<file path="src/eth_rx_pkg.sv">
// Receive path definitions for the GMII frame receiver
// Byte, word, length and CRC types, per-frame status record,
// line-code bytes, CRC constants and word FIFO sizing

package eth_rx_pkg;

    // --------------------------------------------------
    // Basic widths
    // --------------------------------------------------
    typedef logic [7:0]  byte_t;       // One GMII byte
    typedef logic [15:0] word_t;       // Host-side FIFO word
    typedef logic [11:0] frame_len_t;  // Bytes after SFD, FCS included
    typedef logic [31:0] crc_t;        // CRC-32 register
    typedef logic [3:0]  pre_cnt_t;    // Preamble byte counter

    // Per-frame status record, 23 bits
    typedef struct packed {
        frame_len_t nbytes;        // Byte count after SFD
        byte_t      first_byte;    // First byte after SFD
        logic       preamble_err;  // Bad preamble length or SFD
        logic       rx_err;        // RxErr seen during frame
        logic       crc_ok;        // CRC residue matched
    } rx_status_t;

    // --------------------------------------------------
    // Line code
    // --------------------------------------------------
    localparam byte_t       PREAMBLE_BYTE = 8'h55;
    localparam byte_t       SFD_BYTE      = 8'hD5;
    localparam int unsigned PREAMBLE_LEN  = 7;   // 0x55 bytes required before SFD
    localparam pre_cnt_t    PRE_CNT_MAX   = pre_cnt_t'(PREAMBLE_LEN + 1);  // Saturation

    // CRC-32, reflected form
    localparam crc_t CRC_POLY    = 32'hEDB88320;
    localparam crc_t CRC_INIT    = 32'hFFFF_FFFF;
    // Residue over data plus FCS; register is bit-reversed before compare
    localparam crc_t CRC_RESIDUE = 32'hC704_DD7B;

    // --------------------------------------------------
    // Word FIFO
    // --------------------------------------------------
    localparam int unsigned WORD_FIFO_DEPTH = 256;
    localparam int unsigned WORD_FIFO_AW    = $clog2(WORD_FIFO_DEPTH);

    typedef logic [WORD_FIFO_AW-1:0] fifo_ptr_t;  // Read / write pointer
    typedef logic [WORD_FIFO_AW:0]   fifo_cnt_t;  // Fill level, 0..DEPTH

endpackage
</file>
<file path="src/gmii_rx_framer.sv">
// GMII receive framer
// Preamble and SFD check, byte counter, CRC accumulator,
// frame byte strobes and end-of-frame status record

`timescale 1ns/1ps

module gmii_rx_framer (
    input  logic                   RxClk,
    input  logic                   rst_n,
    input  logic                   RxValid,       // GMII data valid
    input  eth_rx_pkg::byte_t      RxD,           // GMII data
    input  logic                   RxErr,         // GMII error
    output eth_rx_pkg::byte_t      byte_data,     // Frame byte after SFD
    output logic                   byte_wr,       // One strobe per frame byte
    output logic                   frame_end,     // End of frame pulse
    output eth_rx_pkg::rx_status_t status,        // Status of finished frame
    output logic                   status_valid   // Status strobe
);
    import eth_rx_pkg::*;

    typedef enum logic [1:0] {
        ST_IDLE,
        ST_PREAMBLE,
        ST_PAYLOAD
    } rx_state_e;

    rx_state_e  state_q;
    pre_cnt_t   pre_cnt_q;    // Saturating count of 0x55 bytes
    logic       end_q;        // Frame finished last edge
    logic       pre_err_q;
    logic       rx_err_q;     // Sticky RxErr
    frame_len_t nbytes_q;
    byte_t      first_q;
    frame_len_t wr_cnt_q;     // Byte strobes sent in this frame
    crc_t       crc_q;
    crc_t       crc_next;
    crc_t       crc_refl;     // Register in residue orientation
    logic       sfd_ok;
    logic       in_frame;
    logic       in_payload;

    crc32_byte u_crc (
        .crc_in  (crc_q),
        .data    (RxD),
        .crc_out (crc_next)
    );

    assign crc_refl   = {<<{crc_q}};
    assign in_frame   = (state_q != ST_IDLE);
    assign in_payload = (state_q == ST_PAYLOAD);
    // Exactly PREAMBLE_LEN preamble bytes before the SFD
    assign sfd_ok     = (RxD == SFD_BYTE) && (pre_cnt_q == pre_cnt_t'(PREAMBLE_LEN));

    assign frame_end    = end_q;
    assign status_valid = end_q;

    // --------------------------------------------------
    // Control FSM
    // --------------------------------------------------
    always_ff @(posedge RxClk or negedge rst_n) begin
        if (!rst_n) begin
            state_q   <= ST_IDLE;
            pre_cnt_q <= '0;
            byte_wr   <= 1'b0;
            end_q     <= 1'b0;
            wr_cnt_q  <= '0;
        end else begin
            byte_wr <= 1'b0;
            end_q   <= 1'b0;
            if (end_q)
                wr_cnt_q <= '0;                 // Record already out
            else if (byte_wr)
                wr_cnt_q <= wr_cnt_q + 1'b1;
            if (RxValid) begin
                case (state_q)
                    ST_IDLE, ST_PREAMBLE: begin
                        if (RxD == PREAMBLE_BYTE) begin
                            state_q <= ST_PREAMBLE;
                            if (pre_cnt_q != PRE_CNT_MAX)
                                pre_cnt_q <= pre_cnt_q + 1'b1;
                        end else begin
                            state_q <= ST_PAYLOAD;  // SFD or stray byte ends preamble
                        end
                    end
                    ST_PAYLOAD: byte_wr <= 1'b1;
                    default:    state_q <= ST_IDLE;
                endcase
            end else if (in_frame) begin
                state_q   <= ST_IDLE;               // Close frame once RxValid falls
                pre_cnt_q <= '0;
                end_q     <= 1'b1;
            end
        end
    end

    // --------------------------------------------------
    // Frame data, count, CRC and status record
    // --------------------------------------------------
    always_ff @(posedge RxClk) begin
        if (RxValid) begin
            rx_err_q <= in_frame ? (rx_err_q | RxErr) : RxErr;
            if (in_payload) begin
                byte_data <= RxD;
                crc_q     <= crc_next;
                nbytes_q  <= nbytes_q + 1'b1;
                if (nbytes_q == '0)
                    first_q <= RxD;
            end else if (RxD != PREAMBLE_BYTE) begin
                pre_err_q <= !sfd_ok;               // Start of payload
                crc_q     <= CRC_INIT;
                nbytes_q  <= '0;
                first_q   <= '0;
            end
        end else if (in_frame) begin
            // A frame that never left the preamble reports an empty record
            status.nbytes       <= in_payload ? nbytes_q : '0;
            status.first_byte   <= in_payload ? first_q : '0;
            status.preamble_err <= !in_payload || pre_err_q;
            status.rx_err       <= rx_err_q;
            status.crc_ok       <= in_payload && (crc_refl == CRC_RESIDUE);
        end
    end

    // Status record is a single-cycle strobe
    a_status_pulse: assert property (@(posedge RxClk) disable iff (!rst_n)
        status_valid |=> !status_valid);

    // Strobes of a frame match its payload length, none from preamble bytes
    a_byte_in_payload: assert property (@(posedge RxClk) disable iff (!rst_n)
        status_valid |-> (status.nbytes == wr_cnt_q));

endmodule

</file>
<file path="src/crc32_byte.sv">
// Byte-wide CRC-32 update step
// Reflected algorithm, eight bit steps unrolled, no state

`timescale 1ns/1ps

module crc32_byte (
    input  eth_rx_pkg::crc_t  crc_in,   // Current register value
    input  eth_rx_pkg::byte_t data,     // Byte in line order, LSB first
    output eth_rx_pkg::crc_t  crc_out   // Register after this byte
);
    import eth_rx_pkg::*;

    always_comb begin
        crc_t c;

        c = crc_in;
        // LSB of the byte goes first on the wire
        for (int i = 0; i < 8; i++) begin
            if (c[0] ^ data[i]) begin
                c = (c >> 1) ^ CRC_POLY;
            end else begin
                c = c >> 1;
            end
        end
        crc_out = c;
    end

endmodule

</file>
<file path="config.mk">
export PLATFORM = sky130hd
export DESIGN_NAME = gmii_rx_framer
export DESIGN_NICKNAME = d
export VERILOG_FILES = /design/src/eth_rx_pkg.sv /design/src/gmii_rx_framer.sv /design/src/crc32_byte.sv
export SDC_FILE = /design/constraint.sdc
export NUM_CORES = 1
export LEC_CHECK = 0
export ABC_CLOCK_PERIOD_IN_PS = 2800
export BUFFER_PORTS_ARGS = -buffer_cell sky130_fd_sc_hd__buf_2
export CELL_PAD_IN_SITES_DETAIL_PLACEMENT = 1
export CELL_PAD_IN_SITES_GLOBAL_PLACEMENT = 2
export CORE_MARGIN = 2
export CORE_UTILIZATION = 41
export DETAILED_ROUTE_END_ITERATION = 10
export GPL_TIMING_DRIVEN = 0
export PLACE_DENSITY = 0.77
export SLEW_MARGIN = 20
export SYNTH_ARGS = -nofsm -noshare
export SYNTH_HDL_FRONTEND = slang
export SYNTH_SLANG_ARGS = --single-unit
</file>
<file path="constraint.sdc">
create_clock -name RxClk -period 2.8 [get_ports RxClk]
set_input_delay 0.56 -clock RxClk [delete_from_list [all_inputs] [get_ports RxClk]]
set_output_delay 0.56 -clock RxClk [all_outputs]
set_load 0.05 [all_outputs]
</file>
==> flow_summary.ini <==
[outcome]
status = finished clean

[sta]
skew_ns = 0.0147
drv_slew = 0
worst_pin_slew_ns = 0.783
hold_violations = 0
setup_viol = 0
timing.fmax_mhz = 445
fin_crit_sh_pct = 80.2
fin_crit_ns = 2.25
grt_setup_unrepaired = no
fin_setup_tns_ns = 0
maxSlewHeadroom_pct = 47.6

[setup_path]
worstPathArrival_ns = 2.35
crit_family = XOR/XNOR gates
crit_path_frequent_cell = xnor2_4
startpoint_type = register
path_cells = xnor2_4 -> xnor2_4 -> xnor3_2 -> xnor2_1 -> nand2_1
critPathKind = reg -> reg
crit_buf_inv = 0
cp_slowest_stage_delay_ns = 0.53
path_max_fanout = 8
crit_required_ns = 2.91
cpMaxStageDelayCell = xnor3_2
crit_path_end_kind = register

[yosys]
synthFlopType = edfxtp_1
ys_ff_latch = 93
yosys_warnings = 0
yosys-top-cells-area = edfxtp_1, xnor2_1, xor2_1
ys_seq_area_share_pct = 61.7
synth_area_leader_cell = edfxtp_1
yosys.area_share.adder_pct = 1.12
synth-xor-area-share_pct = 19.4
async_flop_share_pct = 8.60
ys_types = 39
synth-simple-area-share_pct = 15.2
yosysTopAreaCellShare_pct = 57.2
synth_top_family_by_area = XOR/XNOR gates
synth.net_count = 346
synthCells = 330
syn_area_um2 = 4460
synth_compound_area_share_pct = 1.01
synth.mux.area_fraction_pct = 0.252
synth_edf_count = 85
avgSynthCellArea_um2 = 13.5

[grt]
grt_max_degree = 32
grt_usage_pct = 17.4
antenna_found_initial = 0
grt_pass1_vias = 2655
grt_pass1_wl_um = 14900
overflow = 0

[clock_tree]
cts_sinks = 93
clock_latency_ns = 0.37
clkTransAtPathRegs_ns = 0.10
cts_buffer_depth = 2
htreeDepth = 3
root_buffer = clkbuf_8
holdBufCountCts = 0
cts_setup_buffers = 0
cts_resized = 0
cts_tree = built
cts_made_buffers = 9

[floorplanning]
coreArea_um2 = 10700
die_width_um = 108
rows = 38
ios = 46
initial_core_util_pct = 41.5
die_y_um = 108
die-area_um2 = 11700

[placement]
portBuffers = 45
gp_congestion = 0.772
dp.final_hpwl_um = 6730
placed_area_um2 = 4890
place_inst = 516

[power_and_ir_drop]
leakagePower_nw = 1.83
switching_power_mw = 2.08
swShare_pct = 37.5
power_frac_seq_pct = 39.3
p_int_mw = 3.47
peakVddDrop_v = 0.00101
p_per_area_nw_per_um2 = 1100
power.total_mw = 5.55
combPwrFrac_pct = 46.7
p_clk_share_pct = 14.1

[route]
post_drt_via_cell_ratio = 4.89
drcViolationCount = 0
drt_iter0_drc = 76
first_pass_iters = 6
drt-total-wl_um = 9310
wl_per_cell_um = 17.5
vias = 2598
drt.antenna.violating_nets = 0

[final_layout]
final_common_cell = edfxtp_1
antenna-diode-count = 0
layout_common_cells = edfxtp_1, buf_2, nand2_1
final_net_count = 403
final_util_pct = 47.0
area_growth_pct = 13.2
drive_above_1_share_pct = 19.9
instances_no_fill = 531
fin_area_um2 = 5050

[flow_run]
drv_cap = 0

[worst_hold_path]
hold_path_class = in -> async
==> cell families after synthesis <==
kind of cell / Yosys count
simple gates: 129
flops: 93
xor+xnor: 81
buf+inv: 14
compound gates: 8
fa+ha+maj: 4
mux: 1
==> state kept, by name, indices dropped and copies added (netlist names) <==
signal	count
crc_q	32
status	23
nbytes_q	12
byte_data	8
first_q	8
pre_cnt_q	4
state_q	2
byte_wr	1
frame_end	1
pre_err_q	1
rx_err_q	1
==> Yosys cell counts (all sizes together) (4+ instances only) <==
library cell	number
clkbuf	8
nor4	5
nand2	43
edfxtp	85
xor2	29
inv	5
and2	30
nand2b	4
dfrtp	8
ha	4
nor2	22
and3	4
o21ai	5
nand4	4
xnor2	50
==> metrics by stage <==
step / hold WS [ns] / setup slack, ns
2_1_floorplan: 0.264 / 0.363
5_1_grt: 0.0183 / 0.423
6_report: 0.0251 / 0.555
3_3_place_gp: 0.409 / -0.472
3_5_place_dp: 0.417 / 0.272
4_1_cts: 0.0187 / 0.534
==> routing by layer <==
metal	track usage, %	share of wire, %
met5	0	0
met4	6.32	1.5
met3	2.89	3.5
met2	29.1	50
met1	22.9	45
==> area by class of cell <==
| type | count | area [µm²] |
|---|---|---|
| clock inverter | 4 | 26.3 |
| timing repair buffer | 46 | 245 |
| buffer | 9 | 37.5 |
| clock buffer | 11 | 131 |
| inverter | 5 | 18.8 |
| sequential | 93 | 2750 |
| multi-input combinational | 223 | 1660 |
| tap | 140 | 175 |
| fill | 1146 | 5700 |
==> path summary, 6_finish.rpt <==
check,start,endpoint,slack [ns],cells after the start
worst max register to register,crc_q[0],crc_q[20],0.55,5
min in group RxClk,rx_err_q,status[1],0.45,0
max in group asynchronous,rst_n,pre_cnt_q[0],2.59,1
worst min register to register,rx_err_q,status[1],0.45,0
worst min-delay path,rst_n,pre_cnt_q[1],0.03,1
worst max-delay path,crc_q[0],crc_q[20],0.55,5
==> power groups by stage <==
stage                     combinational [mW]  clock (mW)  sequential (mW)
final                                   2.59       0.783             2.18
after global routing                    2.87       0.857             2.22
after CTS                               2.63       0.798             2.19
after detailed placement                2.61           0             2.21
after global placement                  2.56           0             2.20
after floorplan                         1.99           0             2.28
No activity file was read; power rests on OpenSTA's default activity.
