--- src/eth_reg_pkg.sv ---
// Register side definitions for the receive status block
// Address and data types, counter width and address map

package eth_reg_pkg;

    typedef logic [3:0]  reg_addr_t;  // Register address
    typedef logic [31:0] reg_data_t;  // Register data
    typedef logic [15:0] cnt_t;       // Frame and drop counters

    // --------------------------------------------------
    // Read map
    // --------------------------------------------------
    localparam reg_addr_t RA_GOOD_CNT    = 4'd0;  // Good frames
    localparam reg_addr_t RA_BAD_CNT     = 4'd1;  // CRC, preamble or RxErr failures
    localparam reg_addr_t RA_LAST_STATUS = 4'd2;  // Most recent status record
    localparam reg_addr_t RA_DROP_CNT    = 4'd3;  // Words lost to a full FIFO

    // --------------------------------------------------
    // Write map, bit 0 of write data must be set
    // --------------------------------------------------
    localparam reg_addr_t RA_FLUSH = 4'd1;  // Empty the word FIFO
    localparam reg_addr_t RA_CLEAR = 4'd2;  // Zero all counters

endpackage

--- src/eth_rx_pkg.sv ---
// Receive path definitions for the GMII frame receiver
// Byte, word, length and CRC types, per-frame status record,
// line-code bytes, CRC constants and word FIFO sizing

package eth_rx_pkg;

    // --------------------------------------------------
    // Basic widths
    // --------------------------------------------------
    typedef logic [7:0]  byte_t;       // One GMII byte
    typedef logic [15:0] word_t;       // Host-side FIFO word
    typedef logic [11:0] frame_len_t;  // Bytes after SFD, FCS included
    typedef logic [31:0] crc_t;        // CRC-32 register
    typedef logic [3:0]  pre_cnt_t;    // Preamble byte counter

    // Per-frame status record, 23 bits
    typedef struct packed {
        frame_len_t nbytes;        // Byte count after SFD
        byte_t      first_byte;    // First byte after SFD
        logic       preamble_err;  // Bad preamble length or SFD
        logic       rx_err;        // RxErr seen during frame
        logic       crc_ok;        // CRC residue matched
    } rx_status_t;

    // --------------------------------------------------
    // Line code
    // --------------------------------------------------
    localparam byte_t       PREAMBLE_BYTE = 8'h55;
    localparam byte_t       SFD_BYTE      = 8'hD5;
    localparam int unsigned PREAMBLE_LEN  = 7;   // 0x55 bytes required before SFD
    localparam pre_cnt_t    PRE_CNT_MAX   = pre_cnt_t'(PREAMBLE_LEN + 1);  // Saturation

    // CRC-32, reflected form
    localparam crc_t CRC_POLY    = 32'hEDB88320;
    localparam crc_t CRC_INIT    = 32'hFFFF_FFFF;
    // Residue over data plus FCS; register is bit-reversed before compare
    localparam crc_t CRC_RESIDUE = 32'hC704_DD7B;

    // --------------------------------------------------
    // Word FIFO
    // --------------------------------------------------
    localparam int unsigned WORD_FIFO_DEPTH = 256;
    localparam int unsigned WORD_FIFO_AW    = $clog2(WORD_FIFO_DEPTH);

    typedef logic [WORD_FIFO_AW-1:0] fifo_ptr_t;  // Read / write pointer
    typedef logic [WORD_FIFO_AW:0]   fifo_cnt_t;  // Fill level, 0..DEPTH

endpackage
--- src/rx_status_regs.sv ---
// Receive status register block
// Good, bad and drop counters, last status record,
// readback mux and flush / clear write strobes

`timescale 1ns/1ps

module rx_status_regs (
    input  logic                   RxClk,
    input  logic                   rst_n,
    input  eth_rx_pkg::rx_status_t status,        // Record of finished frame
    input  logic                   status_valid,
    input  logic                   word_drop,     // Word lost in FIFO
    input  eth_reg_pkg::reg_addr_t reg_raddr,
    input  eth_reg_pkg::reg_addr_t reg_waddr,
    input  logic                   reg_wen,
    input  eth_reg_pkg::reg_data_t reg_wdata,
    output eth_reg_pkg::reg_data_t reg_rdata,
    output logic                   flush          // FIFO flush pulse
);
    import eth_rx_pkg::*;
    import eth_reg_pkg::*;

    cnt_t       good_cnt_q;
    cnt_t       bad_cnt_q;
    cnt_t       drop_cnt_q;
    rx_status_t last_status_q;
    logic       wr_hit;       // Qualified register write
    logic       clear;
    logic       frame_good;

    assign wr_hit     = reg_wen && reg_wdata[0];   // Bit 0 must be set
    assign clear      = wr_hit && (reg_waddr == RA_CLEAR);
    assign frame_good = status.crc_ok && !status.preamble_err && !status.rx_err;

    // --------------------------------------------------
    // Counters and holding register
    // --------------------------------------------------
    always_ff @(posedge RxClk or negedge rst_n) begin
        if (!rst_n) begin
            good_cnt_q    <= '0;
            bad_cnt_q     <= '0;
            drop_cnt_q    <= '0;
            last_status_q <= '0;
            flush         <= 1'b0;
        end else begin
            flush <= wr_hit && (reg_waddr == RA_FLUSH);
            if (status_valid)
                last_status_q <= status;
            if (clear) begin
                // Clear wins over a same-cycle event
                good_cnt_q <= '0;
                bad_cnt_q  <= '0;
                drop_cnt_q <= '0;
            end else begin
                if (status_valid && frame_good)
                    good_cnt_q <= good_cnt_q + 1'b1;
                if (status_valid && !frame_good)
                    bad_cnt_q <= bad_cnt_q + 1'b1;
                if (word_drop)
                    drop_cnt_q <= drop_cnt_q + 1'b1;
            end
        end
    end

    // --------------------------------------------------
    // Readback, zero-extended
    // --------------------------------------------------
    always_comb begin
        case (reg_raddr)
            RA_GOOD_CNT:    reg_rdata = reg_data_t'(good_cnt_q);
            RA_BAD_CNT:     reg_rdata = reg_data_t'(bad_cnt_q);
            RA_LAST_STATUS: reg_rdata = reg_data_t'(last_status_q);
            RA_DROP_CNT:    reg_rdata = reg_data_t'(drop_cnt_q);
            default:        reg_rdata = '0;        // Unmapped
        endcase
    end

endmodule

--- config.mk ---
export PLATFORM = sky130hd
export DESIGN_NAME = rx_status_regs
export DESIGN_NICKNAME = d
export VERILOG_FILES = /design/src/eth_reg_pkg.sv /design/src/eth_rx_pkg.sv /design/src/rx_status_regs.sv
export SDC_FILE = /design/constraint.sdc
export NUM_CORES = 1
export LEC_CHECK = 0
export BUFFER_PORTS_ARGS = -buffer_cell sky130_fd_sc_hd__buf_4
export CAP_MARGIN = 5
export CORE_MARGIN = 5
export CORE_UTILIZATION = 40
export CTS_BUF_LIST = sky130_fd_sc_hd__clkbuf_8 sky130_fd_sc_hd__clkbuf_16
export DETAILED_ROUTE_END_ITERATION = 7
export GPL_TIMING_DRIVEN = 0
export SETUP_SLACK_MARGIN = 0.05
export SYNTH_ARGS = -nofsm -noshare
export SYNTH_HDL_FRONTEND = slang
export SYNTH_SLANG_ARGS = --single-unit
--- constraint.sdc ---
create_clock -name RxClk -period 3.5 [get_ports RxClk]
set_input_delay 0 -clock RxClk [delete_from_list [all_inputs] [get_ports RxClk]]
set_output_delay 0 -clock RxClk [all_outputs]
set_load 0.01 [all_outputs]
==> results of run 1 <==
[registers in the layout, indices dropped and copies added (netlist names)]
register,flops
drop_cnt_q,16
bad_cnt_q,16
last_status_q,23
flush,1
good_cnt_q,16
[routing by layer]
layer / vias up / GRT usage, % / part of all wire (%)
li1: 1527 / - / -
met1: 1540 / 24.3 / 45
met2: 83 / 29.7 / 48
met3: 12 / 3.64 / 5.7
met4: 0 / 4.69 / 1.2
met5: - / 0 / 0
[cell usage after synthesis, drive strengths merged, types with 2 or more instances]
cell / instances
dfrtp: 72
nor2: 29
mux2: 23
xor2: 19
nand3: 17
a221o: 16
a22o: 16
buf: 16
nand2: 16
a21oi: 14
nand4: 14
and2: 13
clkbuf: 11
or3: 10
o21ai: 9
xnor2: 8
and4: 5
inv: 5
or4: 5
and3: 4
o31ai: 4
and4bb: 3
ha: 3
mux2i: 3
nor3: 3
nand2b: 2
nor4: 2
nor4b: 2
o211ai: 2
o21a: 2
[layout make-up]
cell class | instances | area [µm²]
Buffer | 27 | 148
Clock buffer | 11 | 151
Clock inverter | 5 | 86.3
Fill cell | 858 | 4300
Inverter | 5 | 18.8
Multi-Input combinational cell | 263 | 1900
Sequential cell | 72 | 1800
Tap cell | 129 | 161
Timing Repair Buffer | 87 | 721
[critical path, stage by stage]
cell and delay [ns]:
sky130_fd_sc_hd__buf_4 0.13, sky130_fd_sc_hd__nor4_2 0.80, sky130_fd_sc_hd__clkbuf_1 0.45, sky130_fd_sc_hd__a22o_1 0.27, sky130_fd_sc_hd__a221o_1 0.13, sky130_fd_sc_hd__buf_4 0.12
[per-stage QoR]
stage	instances	setup WS (ns)	util, %	power [mW]	hold WS (ns)
2_1_floorplan	367	1.93	-	1.31	-0.296
4_1_cts	599	1.63	53.7	2.27	0.148
6_report	599	1.60	53.7	2.26	0.159
3_5_place_dp	556	1.64	48.2	1.46	0.206
5_1_grt	599	1.42	53.7	2.38	0.190
3_3_place_gp	556	1.63	48.2	1.46	0.207
[final timing paths]
check | startpoint | endpoint | slack, ns | cells past startpoint
hold / removal | status_valid | bad_cnt_q[1]$_DFFE_PN0P_ | 0.16 | 4
min in group asynchronous | rst_n | last_status_q[19]$_DFFE_PN0P_ | 0.35 | 2
setup reg to reg | bad_cnt_q[0]$_DFFE_PN0P_ | bad_cnt_q[14]$_DFFE_PN0P_ | 1.69 | 5
hold reg to reg | last_status_q[16]$_DFFE_PN0P_ | last_status_q[16]$_DFFE_PN0P_ | 0.50 | 1
max in group asynchronous | rst_n | good_cnt_q[7]$_DFFE_PN0P_ | 2.55 | 2
setup / recovery | reg_raddr[1] | reg_rdata[11] | 1.60 | 6
[logic make-up after synthesis]
| group | after synthesis | synth area share (%) |
|---|---|---|
| AND/OR/NAND/NOR | 132 | 20.7 |
| flip-flops | 72 | 47.0 |
| AO/OA/AOI/OAI | 66 | 13.2 |
| buffers and inverters | 32 | 4.34 |
| XOR/XNOR | 27 | 6.16 |
| multiplexers | 26 | 7.53 |
| adder cells (fa/ha/maj) | 3 | 0.979 |
| other | 1 | 0.0978 |
[power groups by stage]
stage                     logic [mW]  clock network (mW)  registers, mW
after detailed placement       0.375                   0           1.09
after floorplan                0.259                   0           1.05
after global routing           0.451               0.829           1.09
final                          0.395               0.786           1.08
after global placement         0.368                   0           1.09
after CTS                      0.400               0.796           1.07
[what timing repair did]
| item | CTS | global route |
|---|---|---|
| setup buffers | 0 | 0 |
| endpoints found under the hold margin | 98 | 0 |
| resized for setup | 0 | 0 |
| hold buffers | 27 | 0 |
==> flow_summary.toml, run 1 <==
[run_status]
status = "finished clean"

[setup_path]
cp.required_ns = 3.50
timing.critical_path.to_type = "output port"
path_max_fanout = 10
worstSetupStartpointType = "input port"
worst-setup-path-type = "input port to output port"
cp_data_arrival_time_ns = 1.90

[route]
detailedRoute.firstIterationViolations = 165
postRouteWirelength_um = 10000
postRouteAntennaNets = 0
via_per_inst = 5.28
dr_total_vias = 3162
remaining_drc_errors = 0
routed_length_per_placed_instance_um = 16.8
first_pass_iters = 5

[power]
switchingPower_mw = 0.657
irDropWorstVdd_uv = 219
power.density_cell_area_mw_per_mm2 = 453
power_frac_seq_pct = 47.7
power.leakage_nw = 2.25
p_int_mw = 1.60
share_clk_of_total_power_pct = 34.8
sw_frac_of_total_pct = 29.1
combinational_share_of_power_pct = 17.5

[final_layout]
area.growth.synth_to_final_pct = 30.0
design.final.nets = 536
post_route_cells_drive_above_1_share_pct = 27.4
highest_count_cells_in_the_layout_ignoring_fill_and_taps = "sky130_fd_sc_hd__dfrtp_1 (72), sky130_fd_sc_hd__buf_4 (71), sky130_fd_sc_hd__nor2_1 (29)"
diodes = 0
design_area_mm2 = 0.00499
final_common_cell = "sky130_fd_sc_hd__dfrtp_1"

[sta]
timing_worst_slew_pin_value_ns = 0.989
final.period_utilization_pct = 54.4
setup_total_negative_slack_ns = 0
setup_viol_count_final = 0
slew_violations = 0
final_hold_vio_count = 0
clock_skew_ns = 0.0180
finalCriticalPeriod_ns = 1.90
slew_headroom_pct = 33.1
unrepaired_setup_endpoints_after_global_routing = "no"
max_freq_ghz = 0.525

[yosys]
synth_area_per_cell_um2 = 10.7
synth.largest_area_cell = "sky130_fd_sc_hd__dfrtp_1"
syn_inst = 359
yosys.area.top_type_share_pct = 47.0
number_of_synthesized_flops_with_an_enable_pin = 0
ys.warnings.count = 0
yosysUniqueCellTypes = 53
top_flip_flop_cell_by_instance_count_after_synthesis = "sky130_fd_sc_hd__dfrtp_1"
ys_seq_area_share_pct = 47.0
synth_seq_cells = 72
ys_async_sr_fraction_pct = 100
synth_cell_area_mm2 = 0.00384
synth_top_cells_by_area = "sky130_fd_sc_hd__dfrtp_1 (47%), sky130_fd_sc_hd__mux2_2 (6.8%), sky130_fd_sc_hd__xor2_1 (4.3%)"

[floorplan]
floorplan.initialDensity_pct = 41.3
core-area_mm2 = 0.00928
die_width_um = 108
die_h_um = 108
rows = 35
fp.dieArea_mm2 = 0.0116
io_pins = 101

[placement]
dp_hpwl_um = 7240
placedInstanceArea_mm2 = 0.00448
portBuffers = 60
routabilityCongestion = 0.869

[hold_path]
worst_hold_path_type = "input port to flip-flop"

[clock_tree]
cts-htree-levels = 3
tritoncts.num_buffers = 9
clk_pin_slew_ns = 0.07
cts.root.buffer_cell = "sky130_fd_sc_hd__clkbuf_8"
clock_tree_from_tritoncts = "done"
tritoncts_num_sinks = 72
clock_insertion_delay_worst_skew_ns = 0.35
cts_buffer_depth = 2

[global_route]
grt_start_max_net_pins = 73
wire_length_of_the_first_global_routing_pass_um = 16500
grt-ovfl-total = 0
number_of_antenna_violations_at_the_first_check_in_global_routing = 0
globalRouteTotalUtil_pct = 18.0
first_global_vias = 3226

[run]
cap_violations = 0
No activity file was read; power rests on OpenSTA's default activity.
==> run 2, diff against run 1 <==
Settings changed: PLACE_DENSITY set to 0.66.
Clock period 3.5 ns to 1.7 ns, I/O delays scaled along.
==> flow_summary.toml, run 2 (synthesis results as in run 1) <==
[clock_tree]
tritoncts.num_buffers = 9
cts.root.buffer_cell = "sky130_fd_sc_hd__clkbuf_8"
cts_buffer_depth = 2
cts-htree-levels = 3
clk_pin_slew_ns = 0.08
tritoncts_num_sinks = 72
clock_tree_from_tritoncts = "done"
clock_insertion_delay_worst_skew_ns = 0.35

[placement]
routabilityCongestion = 0.859
portBuffers = 60
placedInstanceArea_mm2 = 0.00448
dp_hpwl_um = 7270

[sta]
setup_viol_count_final = 0
slew_violations = 0
timing_worst_slew_pin_value_ns = 0.913
clock_skew_ns = 0.00489
setup_total_negative_slack_ns = 0
slew_headroom_pct = 39.1
unrepaired_setup_endpoints_after_global_routing = "yes"
max_freq_ghz = 0.619
hold-worst-slack_ns = 0.0589
final_hold_vio_count = 0
final.period_utilization_pct = 95.1
finalCriticalPeriod_ns = 1.62

[route]
via_per_inst = 5.30
detailedRoute.firstIterationViolations = 183
remaining_drc_errors = 0
postRouteAntennaNets = 0
postRouteWirelength_um = 10100
first_pass_iters = 4
dr_total_vias = 3224
routed_length_per_placed_instance_um = 16.7

[floorplan]
floorplan.initialDensity_pct = 41.3
io_pins = 101
die_width_um = 108
fp.dieArea_mm2 = 0.0116
core-area_mm2 = 0.00928
die_h_um = 108
rows = 35

[final_layout]
largest_reg_flops = 23
fin_util_pct = 54.9
final_common_cell = "sky130_fd_sc_hd__buf_4"
area.growth.synth_to_final_pct = 32.9
registers.top_by_ff_count = "last_status_q"
diodes = 0
post_route_cells_drive_above_1_share_pct = 34.2
highest_count_cells_in_the_layout_ignoring_fill_and_taps = "sky130_fd_sc_hd__buf_4 (80), sky130_fd_sc_hd__dfrtp_1 (64), sky130_fd_sc_hd__nor2_1 (29)"
design_area_mm2 = 0.00510
design.final.nets = 545

[setup_path]
path_max_fanout = 6
worstSetupStartpointType = "flip-flop"
cp.required_ns = 1.97
worst_r2r_end = "bad_cnt_q[13]$_DFFE_PN0P_"
cp_data_arrival_time_ns = 1.89
setup.reg_to_reg.worst_slack_ns = 0.08
critical_path.endpoint = "bad_cnt_q[13]$_DFFE_PN0P_"
r2r.worst_path.cells = 4
timing.critical_path.to_type = "flip-flop"
timing.rr.start = "bad_cnt_q[9]$_DFFE_PN0P_"
setup.worst_path.start = "bad_cnt_q[9]$_DFFE_PN0P_"
worst-setup-path-type = "flip-flop to flip-flop"

[power]
power.leakage_nw = 2.27
irDropWorstVdd_uv = 442
power.density_cell_area_mw_per_mm2 = 854

[global_route]
wire_length_of_the_first_global_routing_pass_um = 16900
number_of_antenna_violations_at_the_first_check_in_global_routing = 0
globalRouteTotalUtil_pct = 18.4
globalRouteMet3Util_pct = 3.10
met2_usage_in_global_routing_pct = 30.4
grt_start_max_net_pins = 73
grt_use_met1_pct = 23.8
grt-ovfl-total = 0
first_global_vias = 3282
grt_busiest_layer = "met2"

[hold_path]
worst_hold_path_type = "input port to flip-flop"

[run]
cap_violations = 0

[run_status]
status = "finished clean"
run 2: cell types whose count changed in the layout (fill, tap and decap cells not counted), sizes merged:
cell and change:
clkinv +2, buf +10, bufinv -2, clkinvlp +4, clkbuf -3, inv -2
run 2: layer usage:
layer / vias up / part of all wire, %
met5: - / 0
met4: 0 / 1.5
met3: 11 / 4.9
met2: 79 / 50
met1: 1588 / 43
li1: 1546 / -
run 2: how the worst min path moves through the flow:
stage                     cells past startpoint  slack (ns)          from                            end
final                                         4        0.06  status_valid       bad_cnt_q[1]$_DFFE_PN0P_
after global routing                          4        0.08  status_valid       bad_cnt_q[1]$_DFFE_PN0P_
after CTS                                     4        0.10  status_valid       bad_cnt_q[1]$_DFFE_PN0P_
after detailed placement                      1        0.20         rst_n  last_status_q[18]$_DFFE_PN0P_
after global placement                        1        0.20         rst_n  last_status_q[19]$_DFFE_PN0P_
after floorplan                               0       -0.30         rst_n       bad_cnt_q[0]$_DFFE_PN0P_
run 2: repair_timing:
action	in CTS	in global routing
gates resized for setup	8	28
hold buffers	27	0
setup buffers	1	9
endpoints found under the setup margin	25	24
pin swaps	0	4
hold endpoints to repair	98	0
run 2: power breakdown:
group	switching [mW]	leakage, nW	internal (mW)
registers	0.286	0.916	1.96
logic	0.427	1.27	0.470
clock network	0.686	0.0772	0.525
total	1.40	2.27	2.95
run 2: cell type report:
cell class,instances,area [µm²]
plain buffers,26,153
flip-flops and latches,72,1810
clock inverters,7,48.8
inverters,5,18.8
repair buffers,97,796
multi-input cells,263,1980
fillers,816,4190
clock buffers,9,124
well taps,129,161
run 2: worst max-delay path, stage by stage, from the launching register on:
cell	delay, ns
sky130_fd_sc_hd__dfrtp_1	0.47
sky130_fd_sc_hd__nand3_2	0.17
sky130_fd_sc_hd__and4b_1	0.31
sky130_fd_sc_hd__or4b_1	0.43
sky130_fd_sc_hd__a21oi_1	0.15
run 2: per-stage QoR:
stage | power [mW] | worst slack, ns | cells
after CTS | 4.32 | 0.00648 | 599
final | 4.35 | 0.0840 | 608
after global placement | 3.00 | -0.141 | 556
after global routing | 4.60 | 0.00112 | 608
after detailed placement | 3.04 | -0.0972 | 556
after floorplan | 2.70 | 0.132 | 367
